===== config.mk =====
export PLATFORM = sky130hd
export DESIGN_NAME = lsu_csr
export DESIGN_NICKNAME = d
export VERILOG_FILES = /design/src/hdl/lsu_pkg.sv /design/src/hdl/lsu_csr.sv
export SDC_FILE = /design/constraint.sdc
export NUM_CORES = 1
export LEC_CHECK = 0
export BUFFER_PORTS_ARGS = -buffer_cell sky130_fd_sc_hd__buf_2
export CAP_MARGIN = 10
export CORE_UTILIZATION = 44
export CTS_CLUSTER_DIAMETER = 60
export CTS_CLUSTER_SIZE = 20
export DETAILED_ROUTE_END_ITERATION = 12
export PLACE_DENSITY = 0.79
export SYNTH_ARGS = -nofsm -noshare
export SYNTH_HDL_FRONTEND = slang
export SYNTH_SLANG_ARGS = --single-unit
export TNS_END_PERCENT = 20

===== constraint.sdc =====
create_clock -name clk -period 1.7 [get_ports clk]
set_clock_uncertainty 0.05 [all_clocks]
set_input_delay 0.17 -clock clk [delete_from_list [all_inputs] [get_ports clk]]
set_output_delay 0.17 -clock clk [all_outputs]
set_load 0.01 [all_outputs]

===== src/hdl/lsu_pkg.sv =====
`default_nettype none

package lsu_pkg;

    typedef logic [31:0] word_t;
    typedef logic [31:0] addr_t;
    typedef logic [3:0]  byte_en_t;   // bit 0 is the low byte
    typedef logic [5:0]  opcode_t;
    typedef logic [1:0]  csr_addr_t;

    // primary opcodes, standard mips encoding
    localparam opcode_t OP_LB  = 6'b100000;
    localparam opcode_t OP_LH  = 6'b100001;
    localparam opcode_t OP_LWL = 6'b100010;
    localparam opcode_t OP_LW  = 6'b100011;
    localparam opcode_t OP_LBU = 6'b100100;
    localparam opcode_t OP_LHU = 6'b100101;
    localparam opcode_t OP_LWR = 6'b100110;
    localparam opcode_t OP_SB  = 6'b101000;
    localparam opcode_t OP_SH  = 6'b101001;
    localparam opcode_t OP_SWL = 6'b101010;
    localparam opcode_t OP_SW  = 6'b101011;
    localparam opcode_t OP_SWR = 6'b101110;

    // register block indexes
    localparam csr_addr_t CSR_BADVADDR = 2'd0;
    localparam csr_addr_t CSR_COUNT    = 2'd1;
    localparam csr_addr_t CSR_CTRL     = 2'd2;

    typedef enum logic {
        RUN,
        HALTED
    } pipe_state_t;

endpackage

`default_nettype wire


===== src/hdl/lsu_csr.sv =====
`timescale 1ns/100ps
`default_nettype none

module lsu_csr import lsu_pkg::*; #(
    parameter int FAULT_CNT_W = 8
) (
    input  wire            clk,
    input  wire            rst_n,
    input  wire            csr_wen,
    input  wire csr_addr_t csr_addr,
    input  wire word_t     csr_wdata,
    output word_t          csr_rdata,
    input  wire            fault,
    input  wire addr_t     fault_addr,
    output logic           halt_on_fault
);

    addr_t                  bad_vaddr;
    logic                   captured;   // first fault since clear seen
    logic [FAULT_CNT_W-1:0] fault_cnt;

    always_ff @(posedge clk) begin
        if (!rst_n) begin
            bad_vaddr <= '0;
            captured  <= 1'b0;
            fault_cnt <= '0;
        end else if (csr_wen && (csr_addr == CSR_COUNT)) begin
            bad_vaddr <= '0;
            captured  <= 1'b0;
            fault_cnt <= '0;
        end else if (fault) begin
            if (!captured) begin
                bad_vaddr <= fault_addr;
                captured  <= 1'b1;
            end
            if (fault_cnt != '1) fault_cnt <= fault_cnt + 1'b1;   // saturate
        end
    end

    always_ff @(posedge clk) begin
        if (!rst_n) begin
            halt_on_fault <= 1'b0;
        end else if (csr_wen && (csr_addr == CSR_CTRL)) begin
            halt_on_fault <= csr_wdata[0];
        end
    end

    always_comb begin
        csr_rdata = '0;
        case (csr_addr)
            CSR_BADVADDR: csr_rdata = bad_vaddr;
            CSR_COUNT:    csr_rdata[FAULT_CNT_W-1:0] = fault_cnt;
            CSR_CTRL:     csr_rdata[0] = halt_on_fault;
            default:      csr_rdata = '0;
        endcase
    end

endmodule

`default_nettype wire


======== Yosys cells after proc, flatten, opt, wreduce, memory -nomap -nowiden ========
Cells that the tools add are included.
word-level totals
  output and inout bits ................... 33
  flip-flop bits (word level) ............. 42
operators by class
  reduce and logical (&&, ||, !) cells .... 6
  bitwise logic cells ..................... 2
  multiplexer cells ....................... 3
  equality and inequality tests ........... 3
  add/sub/neg operators ................... 1
operators with widths
  kind                 count
  $mux 24              1
  $pmux 7 s2           1
  $add 8x1->8 const B  1
  $ne 8x8->1 const B   1
  $reduce_and 2->1     2
  $pmux 1 s3           1
  $eq 2x1->1 const B   1
  $eq 2x2->1 const B   1
  $logic_and 1x1->1    2
  $logic_not 2->1      1
  $not 1->1            2
  $reduce_or 2->1      1

======== Longest topological paths before layout ========
  depth in word-level cells ............... 3
  mapped depth ............................ 6

======== Least setup slack after synthesis ========
OpenSTA, ideal clock, no wires.
  kind .................................... flip-flop to flip-flop
  start ................................... register fault_cnt[0]
  end ..................................... register fault_cnt[5]
  setup slack ............................. 0.370 ns
  arrival ................................. 1.154 ns
  stages on the path, launching flop included .. 5
  period minus slack after synthesis ...... 1.330 ns
  setup time .............................. 0.125 ns
  buffers on the path ..................... 0
  path through ............................ dfxtp_1 ha_1 and4_1 nor4b_1 nor3_1
on the way
  word-level cells in the longest chain between the ends .. 2
  elaborated cells between the ends (all ways) .. 3
  those cells by class .................... 1 x add/sub; 1 x eq/ne; 1 x reduce/logical
RTL lines
  what                                                 line           text
  from (decl)                                          lsu_csr.sv:20  logic [FAULT_CNT_W-1:0] fault_cnt;
  from (signal assigned)                               lsu_csr.sv:36  if (fault_cnt != '1) fault_cnt <= fault_cnt + 1'b1;
  branches (longest 2 deep; another with $add 8x1->8)  --
Several ways; the timed one is not identified.
A chain may end at the register's enable or synchronous reset.

======== Final worst setup path ========
  start ................................... register fault_cnt[0]
  end ..................................... register fault_cnt[4]
The elaborated chain is that of the path after synthesis.

==> results.sh <==
export IMPL_cp_required_ps=1840
export IMPL_finalSetupTns_ps=0
export IMPL_start_util_pct=46.6
export IMPL_syn_area_um2=1900
export IMPL_clock_fmax_mhz=657
export IMPL_fin_crit_ps=1520
export IMPL_met1_length_um=1950
export IMPL_final_common_cell="buf_2"
export IMPL_vdd_ir_drop_max_uv=646
export IMPL_critPathMaxStageDelay_ps=430
export IMPL_slew_headroom_pct=80.9
export IMPL_synth_cell_types=25
export IMPL_wirelength_um=4100
export IMPL_remaining_drc_errors=0
export IMPL_die_area_um2=4590
export IMPL_dieWidth_um=67.8
export IMPL_ys_warnings_count=0
export IMPL_drtIter0Drc=108
export IMPL_worst_pin_slew_ps=287
export IMPL_cts_tree="built"
export IMPL_dp_final_hpwl_um=2920
export IMPL_critPathCaptureType="flip-flop"
export IMPL_critPathMaxFanout=6
export IMPL_leakagePower_nw=1.13
export IMPL_crit_path_start_kind="flip-flop"
export IMPL_cts_buffers=5
export IMPL_path_clk_slew_ps=80
export IMPL_core_area_um2=4090
export IMPL_hold_viol_final=0
export IMPL_area_delta_synth_final_pct=27.4
export IMPL_postLayoutCellArea_um2=2430
export IMPL_wl_met3_um=164
export IMPL_layoutNonFillerInstCount=361
export IMPL_syn_inst=242
export IMPL_nets=381
export IMPL_post_cts_buffers=0
export IMPL_num_rows=23
export IMPL_setup_violations_final=0
export IMPL_drtAntennaViolNets=0
export IMPL_layout_drive_gt1_share_pct=28.9
export IMPL_pin_count=103
export IMPL_hold_class="in2reg"
export IMPL_crit_path_start="fault_cnt[0]"
export IMPL_worst_setup_path_type="reg2reg"
export IMPL_grt_pass1_vias=1563
export IMPL_rsz0062_at_grt="false"
export IMPL_placed_cells=353
export IMPL_slew_viol_final=0
export IMPL_cts_max_level=2
export IMPL_finalCritPeriodShare_pct=89.5
export IMPL_cp_arrival_ps=1660
export IMPL_synthesis_nets=313
export IMPL_crit_reg2reg_launch="fault_cnt[0]"
export IMPL_grt_ovfl_total=0
export IMPL_drv_cap=0
export IMPL_crit_family="flip-flops"
export IMPL_status="complete, no violations"
export IMPL_syn_area_per_cell_um2=7.87
export IMPL_clockBufferDepth=2
export IMPL_antenna_found_initial=0
export IMPL_cts_hold_buf=0
export IMPL_grtUsageTotal_pct=19.0
export IMPL_layout_common_cells="buf_2 (71), nand2_1 (66), dfxtp_1 (42)"
export IMPL_routed_wl_met2_um=1960
export IMPL_root_buffer="clkbuf_8"
export IMPL_highest_layer="met4"
export IMPL_die_h_um=67.8
export IMPL_crit_buf_inv=0
export IMPL_grt_pass1_wl_um=6700
export IMPL_diodes=0
export IMPL_fin_total_pwr_mw=2.25
export IMPL_cts_resized=0
export IMPL_slowest_stage="dfxtp_1"
export IMPL_pwr_density_cell_nw_per_um2=929
export IMPL_grt_max_degree=27
export IMPL_dr_pass1_iters=4
export IMPL_place_congestion=0.773
export IMPL_post_dp_cell_area_um2=2280
export IMPL_clk_latency_ps=280
export IMPL_vias_per_cell=4.95
export IMPL_num_vias=1786
export IMPL_seq_area_frac_synth_pct=44.2
export IMPL_crit_chain="ha_1 > and4_1 > a21oi_1 > a211oi_1"
export IMPL_hp_start="fault_addr[6]"
export IMPL_io_buffers=71
export IMPL_avgRoutedWirePerCell_um=11.4
export IMPL_cts_sinks=42
export IMPL_ys_ff_latch=42
==> final cells by class <==
type / instances / area (um2)
Sequential cell: 42 / 841
Fill cell: 396 / 1660
Clock inverter: 2 / 60.1
Clock buffer: 6 / 82.6
Timing Repair Buffer: 79 / 415
Multi-Input combinational cell: 182 / 965
Tap cell: 50 / 62.6
==> cell families (layout without fill, tap and decap cells) <==
logic type	after synthesis	count (layout)	share of synthesized area (%)
compound gates	46	46	13.1
simple gates	124	124	30.9
flops	42	42	44.2
mux	11	11	5.78
buf+inv	18	87	5.32
fa+ha+maj	1	1	0.657
==> worst paths after layout <==
kind	endpoint	slack, ps	cells past startpoint
worst max register to register	fault_cnt[4]	180	4
worst min-delay path	bad_vaddr[6]	70	3
worst max-delay path	fault_cnt[4]	180	4
worst min register to register	bad_vaddr[10]	400	2
==> power breakdown <==
| part | switching, mW | leakage (nW) | internal [mW] | total, mW |
|---|---|---|---|---|
| registers | 0.0260 | 0.343 | 1.03 | 1.06 |
| logic | 0.137 | 0.717 | 0.109 | 0.246 |
| clock network | 0.325 | 0.0714 | 0.626 | 0.951 |
==> per-stage QoR <==
stage | util, % | setup WS, ps | hold slack (ps)
CTS | 59.4 | 165 | 59.0
global placement | 55.9 | 237 | 362
finish | 59.4 | 179 | 69.0
detailed placement | 55.9 | 211 | 366
global route | 59.4 | 32.2 | 57.8
floorplan | - | 370 | 248
==> tightest hold or removal path: cells and delay by family <==
family / cells / cell delay, ps
compound gates: 1 / 50
simple gates: 1 / 40
buf+inv: 1 / 100
==> cells in the mapped netlist <==
cell | count | area [um2]
nand3b_1 | 3 | 22.5
nor2b_1 | 2 | 12.5
a211oi_1 | 4 | 30.0
buf_6 | 1 | 11.3
o21ai_0 | 1 | 5.00
clkbuf_1 | 4 | 15.0
buf_2 | 9 | 45.0
nand3b_2 | 1 | 11.3
nor2_1 | 11 | 41.3
ha_1 | 1 | 12.5
and4_1 | 2 | 17.5
nand3_1 | 4 | 20.0
nand4_1 | 3 | 18.8
a21boi_2 | 1 | 11.3
and3_1 | 2 | 12.5
mux2i_1 | 11 | 110
nand2b_1 | 1 | 6.26
nor4b_1 | 1 | 8.76
nor3_1 | 4 | 20.0
nand2_1 | 66 | 248
a31oi_1 | 3 | 18.8
dfxtp_1 | 42 | 841
buf_4 | 4 | 30.0
a21oi_1 | 37 | 185
and2_1 | 24 | 150
==> per-layer routing <==
| metal | track usage [%] | up-vias |
|---|---|---|
| li1 | - | 948 |
| met2 | 31.6 | 40 |
| met3 | 3.89 | 4 |
| met1 | 24.4 | 794 |
| met5 | 0 | - |
| met4 | 5.99 | 0 |
==> flip-flops by register name, indices dropped and copies added (netlist names) <==
name           count
captured           1
bad_vaddr         32
halt_on_fault      1
fault_cnt          8
Power figures use the tool's default switching activity.
