### src/hdl/lsu_pkg.sv
`default_nettype none

package lsu_pkg;

    typedef logic [31:0] word_t;
    typedef logic [31:0] addr_t;
    typedef logic [3:0]  byte_en_t;   // bit 0 is the low byte
    typedef logic [5:0]  opcode_t;
    typedef logic [1:0]  csr_addr_t;

    // primary opcodes, standard mips encoding
    localparam opcode_t OP_LB  = 6'b100000;
    localparam opcode_t OP_LH  = 6'b100001;
    localparam opcode_t OP_LWL = 6'b100010;
    localparam opcode_t OP_LW  = 6'b100011;
    localparam opcode_t OP_LBU = 6'b100100;
    localparam opcode_t OP_LHU = 6'b100101;
    localparam opcode_t OP_LWR = 6'b100110;
    localparam opcode_t OP_SB  = 6'b101000;
    localparam opcode_t OP_SH  = 6'b101001;
    localparam opcode_t OP_SWL = 6'b101010;
    localparam opcode_t OP_SW  = 6'b101011;
    localparam opcode_t OP_SWR = 6'b101110;

    // register block indexes
    localparam csr_addr_t CSR_BADVADDR = 2'd0;
    localparam csr_addr_t CSR_COUNT    = 2'd1;
    localparam csr_addr_t CSR_CTRL     = 2'd2;

    typedef enum logic {
        RUN,
        HALTED
    } pipe_state_t;

endpackage

`default_nettype wire

### src/hdl/load_align.sv
`timescale 1ns/100ps
`default_nettype none

module load_align import lsu_pkg::*; (
    input  wire opcode_t  op,
    input  wire addr_t    addr,
    input  wire word_t    rt,
    input  wire word_t    mem_word,
    input  wire           fwd_hit,
    input  wire byte_en_t fwd_be,
    input  wire word_t    fwd_data,
    output word_t         data
);

    logic [1:0]  off;
    logic [31:0] fwd_mask;
    word_t       m;
    logic [7:0]  sel_byte;
    logic [15:0] sel_half;

    assign off = addr[1:0];

    // lanes written by the store that just committed
    assign fwd_mask = {{8{fwd_be[3]}}, {8{fwd_be[2]}}, {8{fwd_be[1]}}, {8{fwd_be[0]}}}
                    & {32{fwd_hit}};
    assign m = (mem_word & ~fwd_mask) | (fwd_data & fwd_mask);

    assign sel_byte = m[8*off +: 8];
    assign sel_half = off[1] ? m[31:16] : m[15:0];

    always_comb begin
        data = '0;
        case (op)
            OP_LW:  data = m;
            OP_LH:  data = {{16{sel_half[15]}}, sel_half};
            OP_LHU: data = {16'b0, sel_half};
            OP_LB:  data = {{24{sel_byte[7]}}, sel_byte};
            OP_LBU: data = {24'b0, sel_byte};
            OP_LWL: begin
                // memory fills from the top, rt keeps the rest
                case (off)
                    2'd0:    data = {m[7:0], rt[23:0]};
                    2'd1:    data = {m[15:0], rt[15:0]};
                    2'd2:    data = {m[23:0], rt[7:0]};
                    default: data = m;
                endcase
            end
            OP_LWR: begin
                case (off)
                    2'd0:    data = m;
                    2'd1:    data = {rt[31:24], m[31:8]};
                    2'd2:    data = {rt[31:16], m[31:16]};
                    default: data = {rt[31:8], m[31:24]};
                endcase
            end
            default: data = '0;
        endcase
    end

endmodule

`default_nettype wire

### config.mk
export PLATFORM = sky130hd
export DESIGN_NAME = load_align
export DESIGN_NICKNAME = d
export VERILOG_FILES = /design/src/hdl/lsu_pkg.sv /design/src/hdl/load_align.sv
export SDC_FILE = /design/constraint.sdc
export NUM_CORES = 1
export LEC_CHECK = 0
export BUFFER_PORTS_ARGS = -buffer_cell sky130_fd_sc_hd__buf_2
export CAP_MARGIN = 10
export CORE_ASPECT_RATIO = 1.5
export CORE_MARGIN = 2
export CORE_UTILIZATION = 25
export DETAILED_ROUTE_END_ITERATION = 8
export PLACE_DENSITY_LB_ADDON = 0.15
export SYNTH_ARGS = -nofsm -noshare
export SYNTH_HDL_FRONTEND = slang
export SYNTH_SLANG_ARGS = --single-unit
### constraint.sdc
create_clock -name vclk -period 2.7
set_clock_uncertainty 0.1 [all_clocks]
set_input_delay 0.54 -clock vclk [all_inputs]
set_output_delay 0.54 -clock vclk [all_outputs]
set_load 0.02 [all_outputs]
## After elaboration in Yosys (flattened, before gate mapping)

Cells that the tools add are included.

| word-level totals | value |
|---|---|
| register bits after elaboration | 0 |
| bits of input ports | 139 |
| word-level logic and storage cells | 20 |

| cells by class | value |
|---|---|
| equal/unequal tests | 9 |
| shifts and indexed selects | 1 |
| muxes and demuxes | 4 |
| bitwise operators | 5 |
| reduce and logical (&&, ||, !) cells | 1 |

Operators by type and width:

| operator | number |
|---|---|
| 32-bit one-hot mux with 7 select lines | 1 |
| 32-bit one-hot mux with 3 select lines | 2 |
| 32-bit AND | 3 |
| 6-bit equality test (second input constant) | 7 |
| 32-bit NOT | 1 |
| 32-bit bitwise OR | 1 |
| 32-bit by 6-bit indexed part select with 8-bit output | 1 |
| 16-bit 2-to-1 mux | 1 |
| 2-bit by 1-bit equality test with 1-bit output (second input constant) | 1 |
| 2-bit equality test (second input constant) | 1 |
| 2-bit logical NOT | 1 |

## Depth between registers and ports, before layout

| logic depth | value |
|---|---|
| word-level depth | 6 |
| gate-level depth with buffers | 8 |
| gate-level depth less buffers | 5 |

## Worst setup path after synthesis

Ideal clock, no wire load.

| path | value |
|---|---|
| path kind | input port to output port |
| from | input fwd_hit |
| to | output data[18] |
| arrival time | 2.074 ns |
| required time | 2.060 ns |
| slack | -0.014 ns |
| stages on the path | 7 |
| path buffers | 2 |
| cell sequence | buf_6 nand2_8 mux2i_4 mux4_2 a2bb2oi_4 buf_6 o211ai_1 |

| on the way | value |
|---|---|
| word-level cells in the longest chain between the ends | 6 |
| elaborated cells on any way between the ends | 10 |
| classes of those cells | shift (1); mux (4); bitwise (5) |

RTL lines:

| what | line | text |
|---|---|---|
| from (decl) | load_align.sv:9 | `input wire fwd_hit,` |
| 32-bit AND * | load_align.sv:25 | `& {32{fwd_hit}};` |
| 32-bit NOT | load_align.sv:26 | `assign m = (mem_word & ~fwd_mask) \| (fwd_data & fwd_mask);` |
| 32-bit AND | load_align.sv:26 |  |
| 32-bit bitwise OR * | load_align.sv:26 |  |
| 32-bit by 6-bit indexed part select with 8-bit output, or another cell as far along | load_align.sv:28 | `assign sel_byte = m[8*off +: 8];` |
| 32-bit one-hot mux with 7 select lines * | load_align.sv:33 | `case (op)` |
| to (decl) | load_align.sv:12 | `output word_t data` |

Mark *: on every way between the ends. The rest lies on a longest branch, timed or not.

## Worst setup path after layout

| path | value |
|---|---|
| from | input fwd_hit |
| to | output data[11] |

The elaborated chain is that of the path after synthesis.

==> out/results.env <==
CRIT_PATH_MAX_INCR_DELAY_NS=0.52
DIE-WIDTH_UM=82.3
GRT_MOST_USED_LAYER='met2'
STATUS='complete, but fails checks'
SETUP_VIOL=10
SYNTH_CELL_TYPE_COUNT=47
WORSTMARGINPINSLEW_NS=0.407
MIN_PERIOD_OVER_PERIOD_PCT=101
FINAL_LAYOUT_SIZE_SUFFIX_GT1_SHARE_PCT=64.9
MIN-DELAY-PATH-CLASS='in -> out'
CORE_REGION_AREA_UM2=8880
POWER_DENSITY_nW_PER_UM2=151
POST-ROUTE-DRC-COUNT=0
GRT_PASS1_WL_MM=17.7
LAYOUT.CELLS.MOST_COMMON_LIST='sky130_fd_sc_hd__buf_2 (106), sky130_fd_sc_hd__buf_4 (81), sky130_fd_sc_hd__mux2i_1 (40), sky130_fd_sc_hd__buf_6 (34), sky130_fd_sc_hd__nor2_1 (27)'
DETAIL-ROUTE-ANTENNA-NETS=0
HOLDBUFCOUNTCTS=0
CRITICAL_PATH.ENDPOINT_TYPE='output pin'
AREA_GROWTH_SYN_TO_FIN_PCT=94.5
RSZ0062_AT_GRT='true'
GPL.FINAL_WEIGHTED_CONGESTION=0.848
STD_CELL_ROWS=42
HOLD_VIOL_FINAL=0
HPWLAFTERDP_MM=9.65
PERIOD_NEEDED_NS=2.74
FILLER_CELLS_INSERTED=848
WORST_ENDPOINT_DATA_ARRIVAL_TIME_NS=2.10
CP_SLOWEST_CELL='sky130_fd_sc_hd__mux4_2'
DR_TOTAL_VIAS=3404
WIRE_PER_INST_UM=19.6
INITIAL_CORE_UTIL_PCT=25.9
YOSYSWARNINGCOUNT=0
SYN_NETS=443
PLACED_CELL_AREA_UM2=3690
GRT_MET1_USE_PCT=25.6
FIRST_GLOBAL_VIAS=3449
FAILING_CHECKS='negative setup slack'
CRITICAL_PATH.MAX_FANOUT=8
CELL_COUNT_AFTER_PLACEMENT=612
DIE-HEIGHT_UM=121
POST-ROUTE-CELL-AREA_UM2=4470
SYNTHCELLS=304
FINALPOWER_mW=0.674
TIMING.CRITICAL_PATH.FROM_TYPE='input port'
CRIT_CHAIN='buf_12 > nand2_4 > mux2i_4 > mux4_2 > or2_4 > o2111ai_2 > buf_6'
CP_DATA_REQUIRED_TIME_NS=2.06
DRTPASS1ITERATIONS=4
VIAS_PER_CELL=5.52
LAYOUT.CELLS.MOST_COMMON='sky130_fd_sc_hd__buf_2'
GRT-OVFL-TOTAL=0
ROUTED_WL_MM=12.1
ANTENNA_FOUND_INITIAL=0
FINISH.UTILIZATION_PCT=50.3
GRT.MET2_USAGE_PCT=44.2
DESIGN.PORTCOUNT=171
DESIGN.DIE.AREA_UM2=9990
WORST_SLACK_NS=-0.0391
SYNTH-SEQ-AREA-SHARE_PCT=0
GRT_MAX_DEGREE=21
TIMING.FINAL.MAX_SLEW_VIOLATIONS=0
AVGSYNTHCELLAREA_UM2=7.56
VDD_DROP_MAX_V=0.0000768
GR-USAGE-ALL-LAYERS_PCT=23.2
MAX_CAP_VIOLATIONS=0
LAYOUT.CLOCK_BUFFERS=0
NUMSEQUENTIALCELLS=0
SEQCELLAREA_UM2=0
DRTITER0DRC=174
SLEW_HEADROOM_PCT=72.3
SYN-CELL-AREA_UM2=2300
PORT_BUFFERS=141
N_ANTENNA_CELL=0
TOTAL_LEAKAGE_POWER_nW=2.07
NETS=648
GRT_USE_MET3_PCT=1.93
CRIT_TYPE='in -> out'
FMAXACHIEVABLE_MHz=365
POST_LAYOUT_NONFILLER_INSTANCES=617
[routing by layer]
metal  up-vias  part of all wire, %
li1       1626                    -
met1      1642                   37
met2       110                   55
met3        26                  4.2
met4         0                  3.9
met5         -                    0
[stage by stage]
step	setup TNS, ns	hold WS [ns]	setup WS (ns)
6_report	-0.241	1.35	-0.0391
4_1_cts	-0.539	1.37	-0.0699
3_3_place_gp	-7.20	1.39	-0.322
2_1_floorplan	0	1.22	0.0192
5_1_grt	-1.00	1.39	-0.0771
3_5_place_dp	-7.35	1.38	-0.322
[final cells by class]
cell class	count	area, um2	area share, %
multi-input combinational	274	2620	58.7
tap	110	138	3.08
inverter	3	11.3	0.252
timing repair buffer	230	1700	38.0
[what timing repair did]
item / 4_1_cts / 5_1_grt
resized for setup: 80 / 96
pin swaps: 12 / 18
endpoints found under the setup margin: 32 / 32
cloned: 1 / 0
setup buffers: 4 / 3
[synthesized netlist by cell type (3+ instances only)]
master,instances,area [um2]
sky130_fd_sc_hd__nand2_1,21,78.8
sky130_fd_sc_hd__buf_2,3,15.0
sky130_fd_sc_hd__nor2_1,36,135
sky130_fd_sc_hd__a211oi_1,8,60.1
sky130_fd_sc_hd__buf_6,4,45.0
sky130_fd_sc_hd__mux2i_1,63,631
sky130_fd_sc_hd__a21oi_1,27,135
sky130_fd_sc_hd__a221oi_1,6,52.6
sky130_fd_sc_hd__clkbuf_1,15,56.3
sky130_fd_sc_hd__o2111ai_2,8,120
sky130_fd_sc_hd__o2111ai_1,8,70.1
sky130_fd_sc_hd__o221ai_1,8,70.1
sky130_fd_sc_hd__o211ai_1,13,97.6
sky130_fd_sc_hd__o21ai_0,11,55.1
sky130_fd_sc_hd__inv_1,3,11.3
sky130_fd_sc_hd__and3_1,3,18.8
sky130_fd_sc_hd__a22oi_1,13,97.6
sky130_fd_sc_hd__nand3_1,13,65.1
sky130_fd_sc_hd__a211o_1,3,26.3
[path summary, 6_finish.rpt]
check / from / end / slack (ns) / cells after the start
worst max-delay path: fwd_hit / data[11] / -0.04 / 7
worst min-delay path: rt[27] / data[27] / 1.35 / 4
[power breakdown]
group | leakage (nW) | internal, mW | switching [mW] | total [mW]
Combinational | 2.07 | 0.331 | 0.343 | 0.674
Clock | 0 | 0 | 0 | 0
Sequential | 0 | 0 | 0 | 0
[kinds of logic (layout without fill, tap and decap cells)]
logic type      after synthesis  count (layout)  synth area share [%]
mux                          71              71                  34.1
simple gates                 91              91                  20.9
compound gates              112             112                  37.7
buf+inv                      30             233                  7.30
[critical path, delay by kind of cell]
| kind | cells | cell delay [ns] |
|---|---|---|
| buffers and inverters | 2 | 0.26 |
| and+or+nand+nor | 2 | 0.44 |
| AOI/OAI and AO/OA | 1 | 0.13 |
| muxes | 2 | 0.71 |
(Power assumes the default switching activity.)
