$ cat config.mk
export PLATFORM = sky130hd
export DESIGN_NAME = lsu_pipe
export DESIGN_NICKNAME = d
export VERILOG_FILES = /design/src/hdl/lsu_pkg.sv /design/src/hdl/lsu_pipe.sv
export SDC_FILE = /design/constraint.sdc
export NUM_CORES = 1
export LEC_CHECK = 0
export ABC_AREA = 1
export BUFFER_PORTS_ARGS = -buffer_cell sky130_fd_sc_hd__buf_2
export CAP_MARGIN = 20
export CORE_MARGIN = 3
export CORE_UTILIZATION = 48
export CTS_CLUSTER_SIZE = 30
export DETAILED_ROUTE_END_ITERATION = 10
export PLACE_DENSITY = 0.73
export SYNTH_ARGS = -nofsm -noshare
export SYNTH_HDL_FRONTEND = slang
export SYNTH_SLANG_ARGS = --single-unit
$ cat constraint.sdc
create_clock -name clk -period 3.9 [get_ports clk]
set_input_delay 0.39 -clock clk [delete_from_list [all_inputs] [get_ports clk]]
set_output_delay 0.39 -clock clk [all_outputs]
set_load 0.1 [all_outputs]
$ cat src/hdl/lsu_pkg.sv
`default_nettype none

package lsu_pkg;

    typedef logic [31:0] word_t;
    typedef logic [31:0] addr_t;
    typedef logic [3:0]  byte_en_t;   // bit 0 is the low byte
    typedef logic [5:0]  opcode_t;
    typedef logic [1:0]  csr_addr_t;

    // primary opcodes, standard mips encoding
    localparam opcode_t OP_LB  = 6'b100000;
    localparam opcode_t OP_LH  = 6'b100001;
    localparam opcode_t OP_LWL = 6'b100010;
    localparam opcode_t OP_LW  = 6'b100011;
    localparam opcode_t OP_LBU = 6'b100100;
    localparam opcode_t OP_LHU = 6'b100101;
    localparam opcode_t OP_LWR = 6'b100110;
    localparam opcode_t OP_SB  = 6'b101000;
    localparam opcode_t OP_SH  = 6'b101001;
    localparam opcode_t OP_SWL = 6'b101010;
    localparam opcode_t OP_SW  = 6'b101011;
    localparam opcode_t OP_SWR = 6'b101110;

    // register block indexes
    localparam csr_addr_t CSR_BADVADDR = 2'd0;
    localparam csr_addr_t CSR_COUNT    = 2'd1;
    localparam csr_addr_t CSR_CTRL     = 2'd2;

    typedef enum logic {
        RUN,
        HALTED
    } pipe_state_t;

endpackage

`default_nettype wire

$ cat src/hdl/lsu_pipe.sv
`timescale 1ns/100ps
`default_nettype none

module lsu_pipe import lsu_pkg::*; #(
    parameter int CREDITS = 4
) (
    input  wire           clk,
    input  wire           rst_n,
    input  wire           req_valid,
    input  wire opcode_t  req_op,
    input  wire addr_t    req_addr,
    input  wire word_t    req_wdata,
    input  wire word_t    req_rt,
    output logic          credit_ret,
    input  wire           halt_on_fault,
    output logic          fault,
    output addr_t         fault_addr,
    output opcode_t       st_op,
    output addr_t         st_addr,
    output word_t         st_wdata,
    input  wire byte_en_t st_be,
    input  wire word_t    st_word,
    input  wire           st_err,
    output addr_t         ram_rd_addr,
    output addr_t         ram_wr_addr,
    output byte_en_t      ram_wr_be,
    output word_t         ram_wr_data,
    input  wire word_t    ram_rd_data,
    output opcode_t       ld_op,
    output addr_t         ld_addr,
    output word_t         ld_rt,
    output logic          fwd_hit,
    output byte_en_t      fwd_be,
    output word_t         fwd_data,
    input  wire word_t    ld_data,
    output logic          rsp_valid,
    output logic          rsp_err,
    output word_t         rsp_data
);

    localparam int PTR_W = (CREDITS > 1) ? $clog2(CREDITS) : 1;
    localparam int CNT_W = $clog2(CREDITS + 1);

    function automatic logic is_load(opcode_t op);
        return op inside {OP_LB, OP_LH, OP_LWL, OP_LW, OP_LBU, OP_LHU, OP_LWR};
    endfunction

    function automatic logic is_store(opcode_t op);
        return op inside {OP_SB, OP_SH, OP_SWL, OP_SW, OP_SWR};
    endfunction

    function automatic logic ld_misaligned(opcode_t op, addr_t addr);
        return ((op == OP_LW) && (addr[1:0] != 2'b00))
            || (((op == OP_LH) || (op == OP_LHU)) && addr[0]);
    endfunction

    function automatic logic [PTR_W-1:0] ptr_next(logic [PTR_W-1:0] p);
        return (p == PTR_W'(CREDITS - 1)) ? '0 : p + 1'b1;
    endfunction

    opcode_t          q_op    [CREDITS];
    addr_t            q_addr  [CREDITS];
    word_t            q_wdata [CREDITS];
    word_t            q_rt    [CREDITS];
    logic [PTR_W-1:0] wr_ptr;
    logic [PTR_W-1:0] rd_ptr;
    logic [CNT_W-1:0] q_cnt;
    logic             pop;
    pipe_state_t      state;

    logic     m_valid;
    opcode_t  m_op;
    addr_t    m_addr;
    word_t    m_wdata;
    word_t    m_rt;
    logic     m_fault;
    logic     m2_valid;
    opcode_t  m2_op;
    addr_t    m2_addr;
    word_t    m2_rt;
    logic     m2_st_err;
    logic     m2_fault;
    logic     w_wen;
    addr_t    w_addr;
    byte_en_t w_be;
    word_t    w_word;
    logic     c_wen;      // store written at the last edge
    addr_t    c_addr;
    byte_en_t c_be;
    word_t    c_word;
    addr_t    rsp_addr;

    assign m_fault  = m_valid && (st_err || ld_misaligned(m_op, m_addr));
    assign m2_fault = m2_valid && (m2_st_err || ld_misaligned(m2_op, m2_addr));

    // hold back anything behind a fault that will halt issue
    assign pop = (q_cnt != '0) && (state == RUN) && !(halt_on_fault && (m_fault || m2_fault));
    assign credit_ret = pop;

    always_ff @(posedge clk) begin
        if (req_valid) begin
            q_op[wr_ptr]    <= req_op;
            q_addr[wr_ptr]  <= req_addr;
            q_wdata[wr_ptr] <= req_wdata;
            q_rt[wr_ptr]    <= req_rt;
        end
        if (pop) begin
            m_op    <= q_op[rd_ptr];
            m_addr  <= q_addr[rd_ptr];
            m_wdata <= q_wdata[rd_ptr];
            m_rt    <= q_rt[rd_ptr];
        end
        m2_op     <= m_op;
        m2_addr   <= m_addr;
        m2_rt     <= m_rt;
        m2_st_err <= st_err;
        w_addr    <= m_addr;
        w_be      <= st_be;
        w_word    <= st_word;
        c_addr    <= w_addr;
        c_be      <= w_be;
        c_word    <= w_word;
        rsp_addr  <= m2_addr;
        rsp_data  <= (m2_valid && !m2_fault && is_load(m2_op)) ? ld_data : '0;
    end

    always_ff @(posedge clk) begin
        if (!rst_n) begin
            wr_ptr    <= '0;
            rd_ptr    <= '0;
            q_cnt     <= '0;
            m_valid   <= 1'b0;
            m2_valid  <= 1'b0;
            w_wen     <= 1'b0;
            c_wen     <= 1'b0;
            rsp_valid <= 1'b0;
            rsp_err   <= 1'b0;
        end else begin
            if (req_valid) wr_ptr <= ptr_next(wr_ptr);
            if (pop) rd_ptr <= ptr_next(rd_ptr);
            q_cnt     <= q_cnt + CNT_W'(req_valid) - CNT_W'(pop);
            m_valid   <= pop;
            m2_valid  <= m_valid;
            w_wen     <= m_valid && !st_err && is_store(m_op);  // faulting store dropped
            c_wen     <= w_wen;
            rsp_valid <= m2_valid;
            rsp_err   <= m2_fault;
        end
    end

    // halt takes effect with the faulting response
    always_ff @(posedge clk) begin
        if (!rst_n) begin
            state <= RUN;
        end else begin
            case (state)
                RUN:     if (m2_fault && halt_on_fault) state <= HALTED;
                HALTED:  if (!halt_on_fault) state <= RUN;
                default: state <= RUN;
            endcase
        end
    end

    assign fault      = rsp_valid && rsp_err;
    assign fault_addr = rsp_addr;

    assign st_op    = m_op;
    assign st_addr  = m_addr;
    assign st_wdata = m_wdata;

    assign ram_rd_addr = m_addr;
    assign ram_wr_addr = w_addr;
    assign ram_wr_be   = w_wen ? w_be : '0;
    assign ram_wr_data = w_word;

    assign ld_op    = m2_op;
    assign ld_addr  = m2_addr;
    assign ld_rt    = m2_rt;
    assign fwd_hit  = c_wen && (c_addr[31:2] == m2_addr[31:2]);
    assign fwd_be   = c_be;
    assign fwd_data = c_word;

    a_no_overflow: assert property (@(posedge clk) disable iff (!rst_n)
        req_valid |-> (q_cnt != CNT_W'(CREDITS)))
        else $error("lsu_pipe: push into full request queue");

    a_wr_be_nonzero: assert property (@(posedge clk) disable iff (!rst_n)
        w_wen |-> (w_be != '0))
        else $error("lsu_pipe: RAM write with no lanes");

    a_rsp_known: assert property (@(posedge clk) disable iff (!rst_n)
        !$isunknown(rsp_valid))
        else $error("lsu_pipe: rsp_valid unknown");

endmodule

`default_nettype wire

# Word level (Yosys, flattened, before mapping)
# Memories as Yosys holds them, arrays and structs flattened. A register that Yosys moved wholly into a read port is not among the register bits.
# Index checks and enable logic that the tools add are counted.
# classes
n_addsub,4
n_eq_ne,18
n_mux,8
n_bitwise,1
n_reduce_logical,31
# op_table
cell,count
6-bit == test (second input constant),15
30-bit == test,1
1-bit logical AND,16
1-bit logical OR,7
7-bit nonzero test,1
5-bit nonzero test,1
2-bit by 1-bit adder with 2-bit output (second input constant),2
2-bit == test (second input constant),2
1-bit two-way mux,4
2-bit two-way mux,2
4-bit two-way mux,1
2-bit nonzero test,2
3-bit by 1-bit adder with 3-bit output,1
1-bit logical NOT,3
3-bit nonzero test,1
3-bit by 1-bit subtractor with 3-bit output,1
1-bit case mux with 2 select lines,1
1-bit NOT,1
# word_totals
regBits,221
ram_bits,408
in_bits,207
out_inout_bits,345
mem_count,4
# memory_table
name,depth,width,rd,rd_ports_with_merged_regs,write_ports,line,text
q_addr,4,32,1,1,1,lsu_pipe.sv:62,addr_t q_addr [CREDITS];
q_rt,4,32,1,1,1,lsu_pipe.sv:64,word_t q_rt [CREDITS];
q_wdata,4,32,1,1,1,lsu_pipe.sv:63,word_t q_wdata [CREDITS];
q_op,4,6,1,1,1,lsu_pipe.sv:61,opcode_t q_op [CREDITS];

# Depth between registers and ports, before layout
# Gate-level depths: netlist of run 1.
# logic_depth
depth_word,11
ltp_mapped,16

# Worst setup path before layout of run 1
# OpenSTA, ideal clock, no wires.
# synth_timing
path_type,register to register
start,register m2_op[4] (netlist: ld_op[4])
end,register q_cnt[2]
setup_ns,0.070
arrival_ns,5.589
t_required_ns,3.830
path_slack_ns,-1.758
stages_incl_launch_ff,17
path_buffers,0
period_less_slack_ns,5.658
cell_sequence,dfxtp_1 > inv_1 > nand2_1 > nor2_1 > nand3_1 > nand2_1 > nand2_1 > nand2_1 > nand2_1 > nand2_2 > inv_1 > ha_1 > inv_1 > ha_1 > fa_1 > or2_2 > a21oi_1
# synth_between
elab_chain_cells,11
elab_cells_between_ends,14
# synth_rtl
item,line,text
start: declaration,lsu_pipe.sv:78,opcode_t m2_op;
start signal: assignment,lsu_pipe.sv:113,m2_op <= m_op;
6-bit == test,lsu_pipe.sv:54,|| (((op == OP_LH) || (op == OP_LHU)) && addr[0]);
1-bit logical OR,lsu_pipe.sv:54,
1-bit logical AND,lsu_pipe.sv:54,
1-bit logical OR *,lsu_pipe.sv:54,
1-bit logical OR *,lsu_pipe.sv:94,"assign m2_fault = m2_valid && (m2_st_err || ld_misaligned(m2_op, m2_addr));"
1-bit logical AND *,lsu_pipe.sv:94,
1-bit logical OR *,lsu_pipe.sv:97,assign pop = (q_cnt != '0) && (state == RUN) && !(halt_on_fault && (m_fault || m2_fault));
1-bit logical AND *,lsu_pipe.sv:97,
1-bit logical NOT *,lsu_pipe.sv:97,
1-bit logical AND *,lsu_pipe.sv:97,
via credit_ret,lsu_pipe.sv:14,"output logic credit_ret,"
3-bit by 1-bit subtractor with 3-bit output *,lsu_pipe.sv:141,q_cnt <= q_cnt + CNT_W'(req_valid) - CNT_W'(pop);
end signal: assignment,lsu_pipe.sv:141,
end: declaration,lsu_pipe.sv:67,logic [CNT_W-1:0] q_cnt;
# Mark *: on every way through the listed nets, which the timed path passes. The rest lies on a longest branch.
# A chain may end at the register's enable or synchronous reset.

==> impl_metrics.py, run 1 <==
metrics = {
    "clocking": {
        "cts.clk_slew.worst_paths_ns": 0.06,
        "clockRootBuffer": "clkbuf_16",
        "cts_tree": "built",
        "post_cts_buffers": 0,
        "cts_inserted_buffers": 72,
        "clock_latency_ns": 0.60,
        "htreeDepth": 3,
        "clockBufferDepth": 3,
        "cts_sinks": 731,
    },
    "synth": {
        "ys_seq_area_frac": 0.814,
        "yosysWarnings": 0,
        "synth_cell_types": 29,
        "async_flop_share": 0,
        "synth-seq-cells": 731,
        "synth_cells": 1630,
        "syn_avg_cell_area_sq_um": 14.9,
        "synth_area_sq_um": 24300,
        "synth_flop_cell": "edfxtp_1",
        "synth_edf_count": 510,
        "synth_nets": 1845,
    },
    "placement": {
        "place.gp.congestion": 0.938,
        "io_buffer_count": 519,
        "dp_cells": 2693,
        "dp_hpwl_mm": 38.4,
        "pre_cts_ws_ns": 1.41,
    },
    "cells_and_area": {
        "multi_input_area_sq_um": 3290,
        "nets": 2486,
        "layout_commonest_cell": "buf_2",
        "syn_to_final_growth_pct": 28.2,
        "n_fill_cell": 3563,
        "final_cell_mix": "519 x buf_2, 510 x edfxtp_1, 263 x nor2_1, 216 x dfxtp_1, 188 x o21ai_0",
        "drive_gt1_frac": 0.284,
        "stdcell_count": 3001,
        "layout.area.seq_sq_um": 19800,
    },
    "timing": {
        "relSlewSlack": 0.306,
        "finalCritPeriodShare": 0.704,
        "setup_slack_ns": 1.15,
        "whs_ns": 0.0292,
        "max_freq_ghz": 0.364,
        "fin_crit_ns": 2.75,
        "slew_viol_final": 0,
        "report.final.hold_viol_count": 0,
        "rsz0062_at_grt": "false",
        "worst-slew-pin-transition_ns": 1.04,
        "finClkSkew_ns": 0.0197,
        "setup_viol": 0,
    },
    "global_route": {
        "grt_use_total": 0.238,
        "grt_overflow": 0,
        "grt_pass1_vias": 15700,
        "grt_first_pass_wirelength_mm": 95.9,
        "antenna_found_initial": 10,
        "grt_max_degree": 207,
    },
    "setup_path": {
        "path_class": "reg2out",
        "endpoint_kind": "output port",
        "required_ns": 3.51,
        "reg2reg_from": "st_op[1]",
        "critPathMaxFanout": 4,
        "worstPathCellList": "xnor2_1 -> nand3_1 -> nor4_1 -> nand2_1 -> nor2_1 -> buf_2",
        "arrival_ns": 2.36,
        "cpPeakStageDelay_ns": 0.45,
        "cp_num_buf_inv": 1,
        "cp-start-kind": "register",
        "ff2ff_path_depth": 16,
        "r2r_end": "q_cnt[2]",
        "crit_slowest_cell": "buf_2",
        "path_delay_family": "simple AND/OR/NAND/NOR gates",
        "reg2reg_slack_ns": 1.38,
    },
    "floorplanning": {
        "rows": 81,
        "start_util": 0.491,
        "core-area_sq_um": 49500,
        "io_pins": 552,
        "die_h_microns": 231,
        "fp.dieArea_sq_um": 53300,
        "fp.dieW_microns": 231,
    },
    "hold_path": {
        "holdCritPathClass": "in2reg",
        "min_to": "q_addr[3][7]",
        "hold_start": "req_addr[7]",
        "worstHoldPathCells": 1,
    },
    "detailed_routing": {
        "via_count": 15400,
        "wl_per_cell_microns": 21.5,
        "drt_iter0_markers": 1142,
        "drc_errors": 0,
        "vias_per_cell": 5.15,
        "wirelength_mm": 64.5,
        "firstDrtPassIters": 5,
        "ant_nets": 0,
    },
    "outcome": {
        "status": "complete, no violations",
    },
    "job": {
        "drv_cap": 0,
    },
}
## Yosys cell counts, types with 13 or more instances
cell type	count	area, sq um
buf_2	13	65.1
buf_4	69	518
buf_6	15	169
clkbuf_1	37	139
dfxtp_1	221	4420
edfxtp_1	510	15300
inv_1	89	334
nand2_1	48	180
nor2_1	263	987
o21ai_0	188	941
o21ai_1	20	100
o22ai_1	108	676
## kinds of logic after synthesis
kind of cell / count (synthesis) / share of synthesized area
compound gates: 334 / 0.0761
xor+xnor: 9 / 0.00325
fa+ha+maj: 8 / 0.00444
buf+inv: 225 / 0.0515
flops: 731 / 0.814
simple gates: 323 / 0.0511
## state kept, by name (all words and copies together) (netlist names), 6 cells and up
name,flops
q_wdata,128
ram_wr_addr,32
q_rt,128
fwd_data,32
m_rt,32
fault_addr,32
ram_rd_addr,32
st_op,6
ld_op,6
ram_wr_data,32
ld_rt,32
q_op,24
q_addr,128
st_wdata,32
rsp_data,32
## what timing repair did
action / in CTS / in global routing
endpoints found under the hold margin: 468 / 0
hold buffers: 168 / 0
endpoints found under the setup margin: 0 / 0
gates resized for setup: 0 / 0
## per-layer routing
metal  vias to the layer above  GRT usage  share of wire  routed length, microns
met3                       150     0.0656          0.075                    4870
met1                      7582      0.285           0.37                   24200
met5                         -          0        0.00025                      16
li1                       7069          -              -                       -
met4                         2      0.102          0.043                    2790
met2                       646      0.407           0.51                   32700
## cell type report
cell class | count | area share
multi-input cells | 674 | 0.106
repair buffers | 702 | 0.144
clock buffers | 98 | 0.0658
diodes | 9 | 0.000724
inverters | 90 | 0.0115
flip-flops and latches | 731 | 0.635
well taps | 664 | 0.0267
clock inverters | 33 | 0.0107
## per-stage QoR
| stage | utilization | TNS (ns) | area (sq um) |
|---|---|---|---|
| 3_5_place_dp | 0.546 | 0 | 27000 |
| 3_3_place_gp | 0.546 | 0 | 27000 |
| 6_report | 0.629 | 0 | 31100 |
| 5_1_grt | 0.629 | 0 | 31100 |
| 2_1_floorplan | - | -9.61 | 24300 |
| 4_1_cts | 0.628 | 0 | 31100 |
## worst max-delay path by stage
| stage | slack [ns] | cells past startpoint | to | start |
|---|---|---|---|---|
| 2_1_floorplan | -1.07 | 15 | q_cnt[2] | st_op[0] |
| 3_3_place_gp | 1.36 | 4 | ram_rd_addr[1] | rd_ptr[1] |
| 3_5_place_dp | 1.41 | 4 | ram_rd_addr[1] | rd_ptr[1] |
| 4_1_cts | 1.11 | 10 | credit_ret | ram_rd_addr[1] |
| 5_1_grt | 0.98 | 6 | fwd_hit | ram_wr_addr[22] |
| 6_report | 1.15 | 6 | fwd_hit | ram_wr_addr[22] |
Power of run 1 is left out: the tool's default activity adds up to more than one toggle a clock period on the data nets, which glitch-free logic cannot reach.
==> inputs of run 2 (changes only) <==
==> constraint.sdc (replaced) <==
create_clock -name clk -period 2.2 [get_ports clk]
set_input_delay 0.22 -clock clk [delete_from_list [all_inputs] [get_ports clk]]
set_output_delay 0.22 -clock clk [all_outputs]
set_load 0.1 [all_outputs]
==> impl_metrics.py, run 2 (synthesis gave the netlist of run 1 again) <==
metrics = {
    "timing": {
        "worst-slew-pin-transition_ns": 0.920,
        "relSlewSlack": 0.385,
        "fin_crit_ns": 2.32,
        "report.final.hold_viol_count": 0,
        "rsz0062_at_grt": "true",
        "finalCritPeriodShare": 1.05,
        "finClkSkew_ns": 0.0211,
        "slew_viol_final": 0,
        "setup_viol": 4,
        "max_freq_ghz": 0.431,
        "setup_slack_ns": -0.120,
    },
    "detailed_routing": {
        "wl_per_cell_microns": 21.5,
        "drc_errors": 0,
        "firstDrtPassIters": 5,
        "ant_nets": 0,
        "wirelength_mm": 65.5,
        "drt_iter0_markers": 1194,
        "vias_per_cell": 5.14,
        "via_count": 15700,
    },
    "global_route": {
        "antenna_found_initial": 9,
        "grt_use_total": 0.240,
        "use_met1": 0.285,
        "grt_max_degree": 133,
        "met3_usage": 0.0573,
        "grt_pass1_vias": 16100,
        "grtUsageMet2": 0.416,
        "grt_first_pass_wirelength_mm": 96.5,
        "grt_busiest_layer": "met2",
        "grt_overflow": 0,
    },
    "setup_path": {
        "crit_slowest_cell": "edfxtp_1",
        "cp-start-kind": "register",
        "critPathMaxFanout": 2,
        "required_ns": 2.74,
        "path_class": "reg2reg",
        "path_delay_family": "adder cells",
        "cpPeakStageDelay_ns": 0.38,
        "cp_num_buf_inv": 3,
        "endpoint_kind": "register",
        "ff2ff_path_depth": 16,
        "arrival_ns": 2.86,
        "reg2reg_from": "st_op[4]",
        "reg2reg_slack_ns": -0.12,
        "worstPathCellList": "inv_1 -> nand2_2 -> nor2_1 -> nand3_1 -> nand2_1 -> nand2_1 -> nand2_1 -> nand2_1 -> nand2_2 -> clkinvlp_4 -> ha_1 -> inv_2 -> ha_4 -> fa_2 -> or2_4 -> a21oi_2",
        "r2r_end": "q_cnt[2]",
        "cp_common_cell": "nand2_1",
    },
    "floorplanning": {
        "fp.dieArea_sq_um": 53300,
        "rows": 81,
        "fp.dieW_microns": 231,
        "die_h_microns": 231,
        "core-area_sq_um": 49500,
        "start_util": 0.491,
        "io_pins": 552,
    },
    "clocking": {
        "cts.clk_slew.worst_paths_ns": 0.06,
        "cts_sinks": 731,
        "clockBufferDepth": 3,
        "cts_inserted_buffers": 72,
        "cts_tree": "built",
        "clock_latency_ns": 0.61,
        "clockRootBuffer": "clkbuf_16",
        "htreeDepth": 3,
    },
    "placement": {
        "io_buffer_count": 519,
        "dp_hpwl_mm": 39.2,
        "place_area_sq_um": 27500,
        "place.gp.congestion": 0.896,
        "pre_cts_ws_ns": -0.0929,
    },
    "cells_and_area": {
        "syn_to_final_growth_pct": 31.3,
        "nets": 2530,
        "drive_gt1_frac": 0.322,
        "largestRegisters": "q_addr: 128 flops, q_rt: 128 flops, q_wdata: 128 flops",
        "n_fill_cell": 3478,
        "final_cell_area_sq_um": 31900,
        "layout_commonest_cell": "buf_2",
        "final_cell_mix": "517 x buf_2, 510 x edfxtp_1, 262 x nor2_1, 188 x o21ai_0, 174 x dlygate4sd3_1",
    },
    "outcome": {
        "status": "finished with violations",
        "violations": "negative setup slack",
    },
    "job": {
        "drv_cap": 0,
    },
    "hold_path": {
        "holdCritPathClass": "in2reg",
        "worstHoldPathCells": 2,
        "hold_start": "st_word[31]",
        "min_to": "ram_wr_data[31]",
    },
}
[run 2: final cells by class]
class	instances	area, sq um	area share
tap	664	831	0.0261
clock buffer	101	2030	0.0639
sequential	731	19800	0.622
multi-input combinational	674	3390	0.107
antenna	8	20.0	0.000629
clock inverter	31	363	0.0114
timing repair buffer	746	5020	0.158
inverter	90	368	0.0115
[run 2: routing by layer]
metal  vias to the layer above  routed length [microns]
met1                      7663                    24800
met2                       696                    33200
met4                         2                     2850
met3                       152                     4600
li1                       7140                        -
met5                         -                       13
[run 2: how the worst max path moves through the flow]
stage | from | to | slack (ns) | cells after the start
after CTS | st_op[4] | credit_ret | -0.17 | 13
after global routing | st_op[1] | q_cnt[2] | -0.35 | 16
final | st_op[4] | q_cnt[2] | -0.12 | 16
after detailed placement | st_op[2] | q_cnt[2] | -0.09 | 16
after global placement | st_op[4] | q_cnt[2] | -0.06 | 16
after floorplan | st_op[0] | q_cnt[2] | -2.77 | 15
[run 2: through the flow]
step                 util  setup TNS [ns]  hold slack, ns  cells
floorplan               -         -313.42           0.248   1630
global placement    0.557         -0.0636           0.322   2726
detailed placement  0.557         -0.0929           0.324   2726
CTS                 0.643          -0.407           0.207   3036
global route        0.644           -1.10           0.227   3043
finish              0.644          -0.286           0.248   3045
[run 2: what timing repair did]
action / 4_1_cts / 5_1_grt
hold endpoints to repair: 490 / 0
gates cloned: 1 / 1
resized for setup: 11 / 4
endpoints found under the setup margin: 4 / 72
setup buffers: 3 / 0
hold buffers: 174 / 0
pin swaps: 8 / 0
[run 2: worst reg2reg max path, stage by stage (launching register included)]
cell and delay, ns:
edfxtp_1 0.38, inv_1 0.07, nand2_2 0.05, nor2_1 0.10, nand3_1 0.07, nand2_1 0.07
nand2_1 0.05, nand2_1 0.05, nand2_1 0.05, nand2_2 0.08, clkinvlp_4 0.09, ha_1 0.28
inv_2 0.04, ha_4 0.15, fa_2 0.34, or2_4 0.24, a21oi_2 0.13
Power of run 2 is left out for the same reason.
==> inputs of run 3 (changes only) <==
--- a/config.mk
+++ b/config.mk
@@ -13,6 +13,7 @@
 export CTS_CLUSTER_SIZE = 30
 export DETAILED_ROUTE_END_ITERATION = 10
 export PLACE_DENSITY = 0.73
+export SETUP_SLACK_MARGIN = 0.2
 export SYNTH_ARGS = -nofsm -noshare
 export SYNTH_HDL_FRONTEND = slang
 export SYNTH_SLANG_ARGS = --single-unit
==> impl_metrics.py, run 3 (synthesis gave the netlist of run 1 again) <==
metrics = {
    "outcome": {
        "status": "finished with violations",
        "violations": "negative setup slack",
    },
    "detailed_routing": {
        "wirelength_mm": 67.4,
        "firstDrtPassIters": 5,
        "wl_per_cell_microns": 22.0,
        "ant_nets": 0,
        "vias_per_cell": 5.21,
        "drt_iter0_markers": 1414,
        "drc_errors": 0,
        "via_count": 16000,
    },
    "floorplanning": {
        "fp.dieArea_sq_um": 53300,
        "core-area_sq_um": 49500,
        "fp.dieW_microns": 231,
        "start_util": 0.491,
        "die_h_microns": 231,
        "rows": 81,
        "io_pins": 552,
    },
    "placement": {
        "dp_hpwl_mm": 39.5,
        "io_buffer_count": 519,
        "dp_cells": 2723,
        "place.gp.congestion": 0.925,
    },
    "cells_and_area": {
        "final_cell_mix": "512 x buf_2, 510 x edfxtp_1, 261 x nor2_1, 186 x o21ai_0, 177 x dlygate4sd3_1",
        "syn_to_final_growth_pct": 33.6,
        "stdcell_count": 3069,
        "nets": 2550,
        "largestRegisters": "q_addr: 128 flops, q_rt: 128 flops, q_wdata: 128 flops",
        "layout_commonest_cell": "buf_2",
        "fin_util": 0.655,
        "drive_gt1_frac": 0.337,
    },
    "timing": {
        "whs_ns": 0.0486,
        "relSlewSlack": 0.569,
        "max_freq_ghz": 0.396,
        "slew_viol_final": 0,
        "setup_viol": 4,
        "rsz0062_at_grt": "true",
        "setup_slack_ns": -0.327,
        "fin_crit_ns": 2.53,
        "finClkSkew_ns": 0.0204,
        "report.final.hold_viol_count": 0,
        "setup_tns_ns": -0.897,
        "worst-slew-pin-transition_ns": 0.646,
        "finalCritPeriodShare": 1.15,
    },
    "global_route": {
        "grt_overflow": 0,
        "grt_use_total": 0.245,
        "grt_max_degree": 115,
        "antenna_found_initial": 12,
        "grt_pass1_vias": 16100,
        "grt_first_pass_wirelength_mm": 98.7,
    },
    "setup_path": {
        "cp_common_cell": "nand2_1",
        "cpPeakStageDelay_ns": 0.40,
        "cp_num_buf_inv": 4,
        "critPathMaxFanout": 3,
        "ff2ff_path_depth": 17,
        "endpoint_kind": "register",
        "crit_slowest_cell": "edfxtp_1",
        "path_delay_family": "simple AND/OR/NAND/NOR gates",
        "cp-start-kind": "register",
        "path_class": "reg2reg",
        "required_ns": 2.74,
        "worstPathCellList": "nand2_1 -> inv_1 -> nor2_1 -> nand3_1 -> nand2_1 -> nand2_1 -> nand2_1 -> nand2_1 -> nand2_2 -> clkinvlp_4 -> buf_6 -> ha_4 -> inv_4 -> ha_4 -> fa_2 -> or2_4 -> a21oi_2",
        "cp.depth": 17,
        "arrival_ns": 3.06,
    },
    "clocking": {
        "cts_tree": "built",
        "cts.clk_slew.worst_paths_ns": 0.06,
        "htreeDepth": 3,
        "cts_inserted_buffers": 72,
        "clockRootBuffer": "clkbuf_16",
        "clockBufferDepth": 3,
        "cts_sinks": 731,
        "clock_latency_ns": 0.61,
    },
    "hold_path": {
        "holdCritPathClass": "in2reg",
        "worstHoldPathCells": 3,
    },
    "job": {
        "drv_cap": 0,
    },
}
-- run 3: area by class of cell --
cell class / instances / area [sq um]
clock buffers: 99 / 2050
clock inverters: 34 / 384
multi-input cells: 674 / 3450
flip-flops and latches: 731 / 19800
well taps: 664 / 831
diodes: 11 / 27.5
repair buffers: 766 / 5460
fillers: 3407 / 17000
inverters: 90 / 370
-- run 3: stage by stage --
| stage | setup WS (ns) | area [sq um] |
|---|---|---|
| finish | -0.327 | 32400 |
| CTS | -0.284 | 32100 |
| global placement | -0.154 | 27600 |
| global route | -0.458 | 32400 |
| detailed placement | -0.205 | 27600 |
| floorplan | -2.77 | 24500 |
-- run 3: what timing repair did --
action,CTS,global route
pin swaps,8,16
buffers inserted,8,6
resized for setup,26,22
endpoints found under the hold margin,489,0
hold buffers,178,0
cloned,5,6
setup endpoints to repair,85,104
-- run 3: worst register-to-register path, stage by stage, from the launching register on --
cell and delay (ns):
edfxtp_1 0.40, nand2_1 0.09, inv_1 0.04, nor2_1 0.09, nand3_1 0.09, nand2_1 0.08
nand2_1 0.06, nand2_1 0.06, nand2_1 0.06, nand2_2 0.09, clkinvlp_4 0.14, buf_6 0.14
ha_4 0.27, inv_4 0.03, ha_4 0.15, fa_2 0.33, or2_4 0.24, a21oi_2 0.12
-- run 3: layer usage --
metal / global-route usage / part of all wire / wire (microns) / up-vias
met4: 0.0887 / 0.037 / 2480 / 2
met1: 0.297 / 0.38 / 25300 / 7928
met3: 0.0566 / 0.073 / 4930 / 145
li1: - / - / - / 7183
met2: 0.430 / 0.51 / 34700 / 722
met5: 0 / 0.00016 / 11 / -
-- run 3: final timing paths --
| check | to | startpoint | slack [ns] |
|---|---|---|---|
| worst max-delay path | q_cnt[2] | st_op[2] | -0.33 |
| worst min-delay path | wr_ptr[1] | req_valid | 0.05 |
| worst max register to register | q_cnt[2] | st_op[2] | -0.33 |
| worst min register to register | ld_rt[26] | m_rt[26] | 0.34 |
Power of run 3 is left out for the same reason.
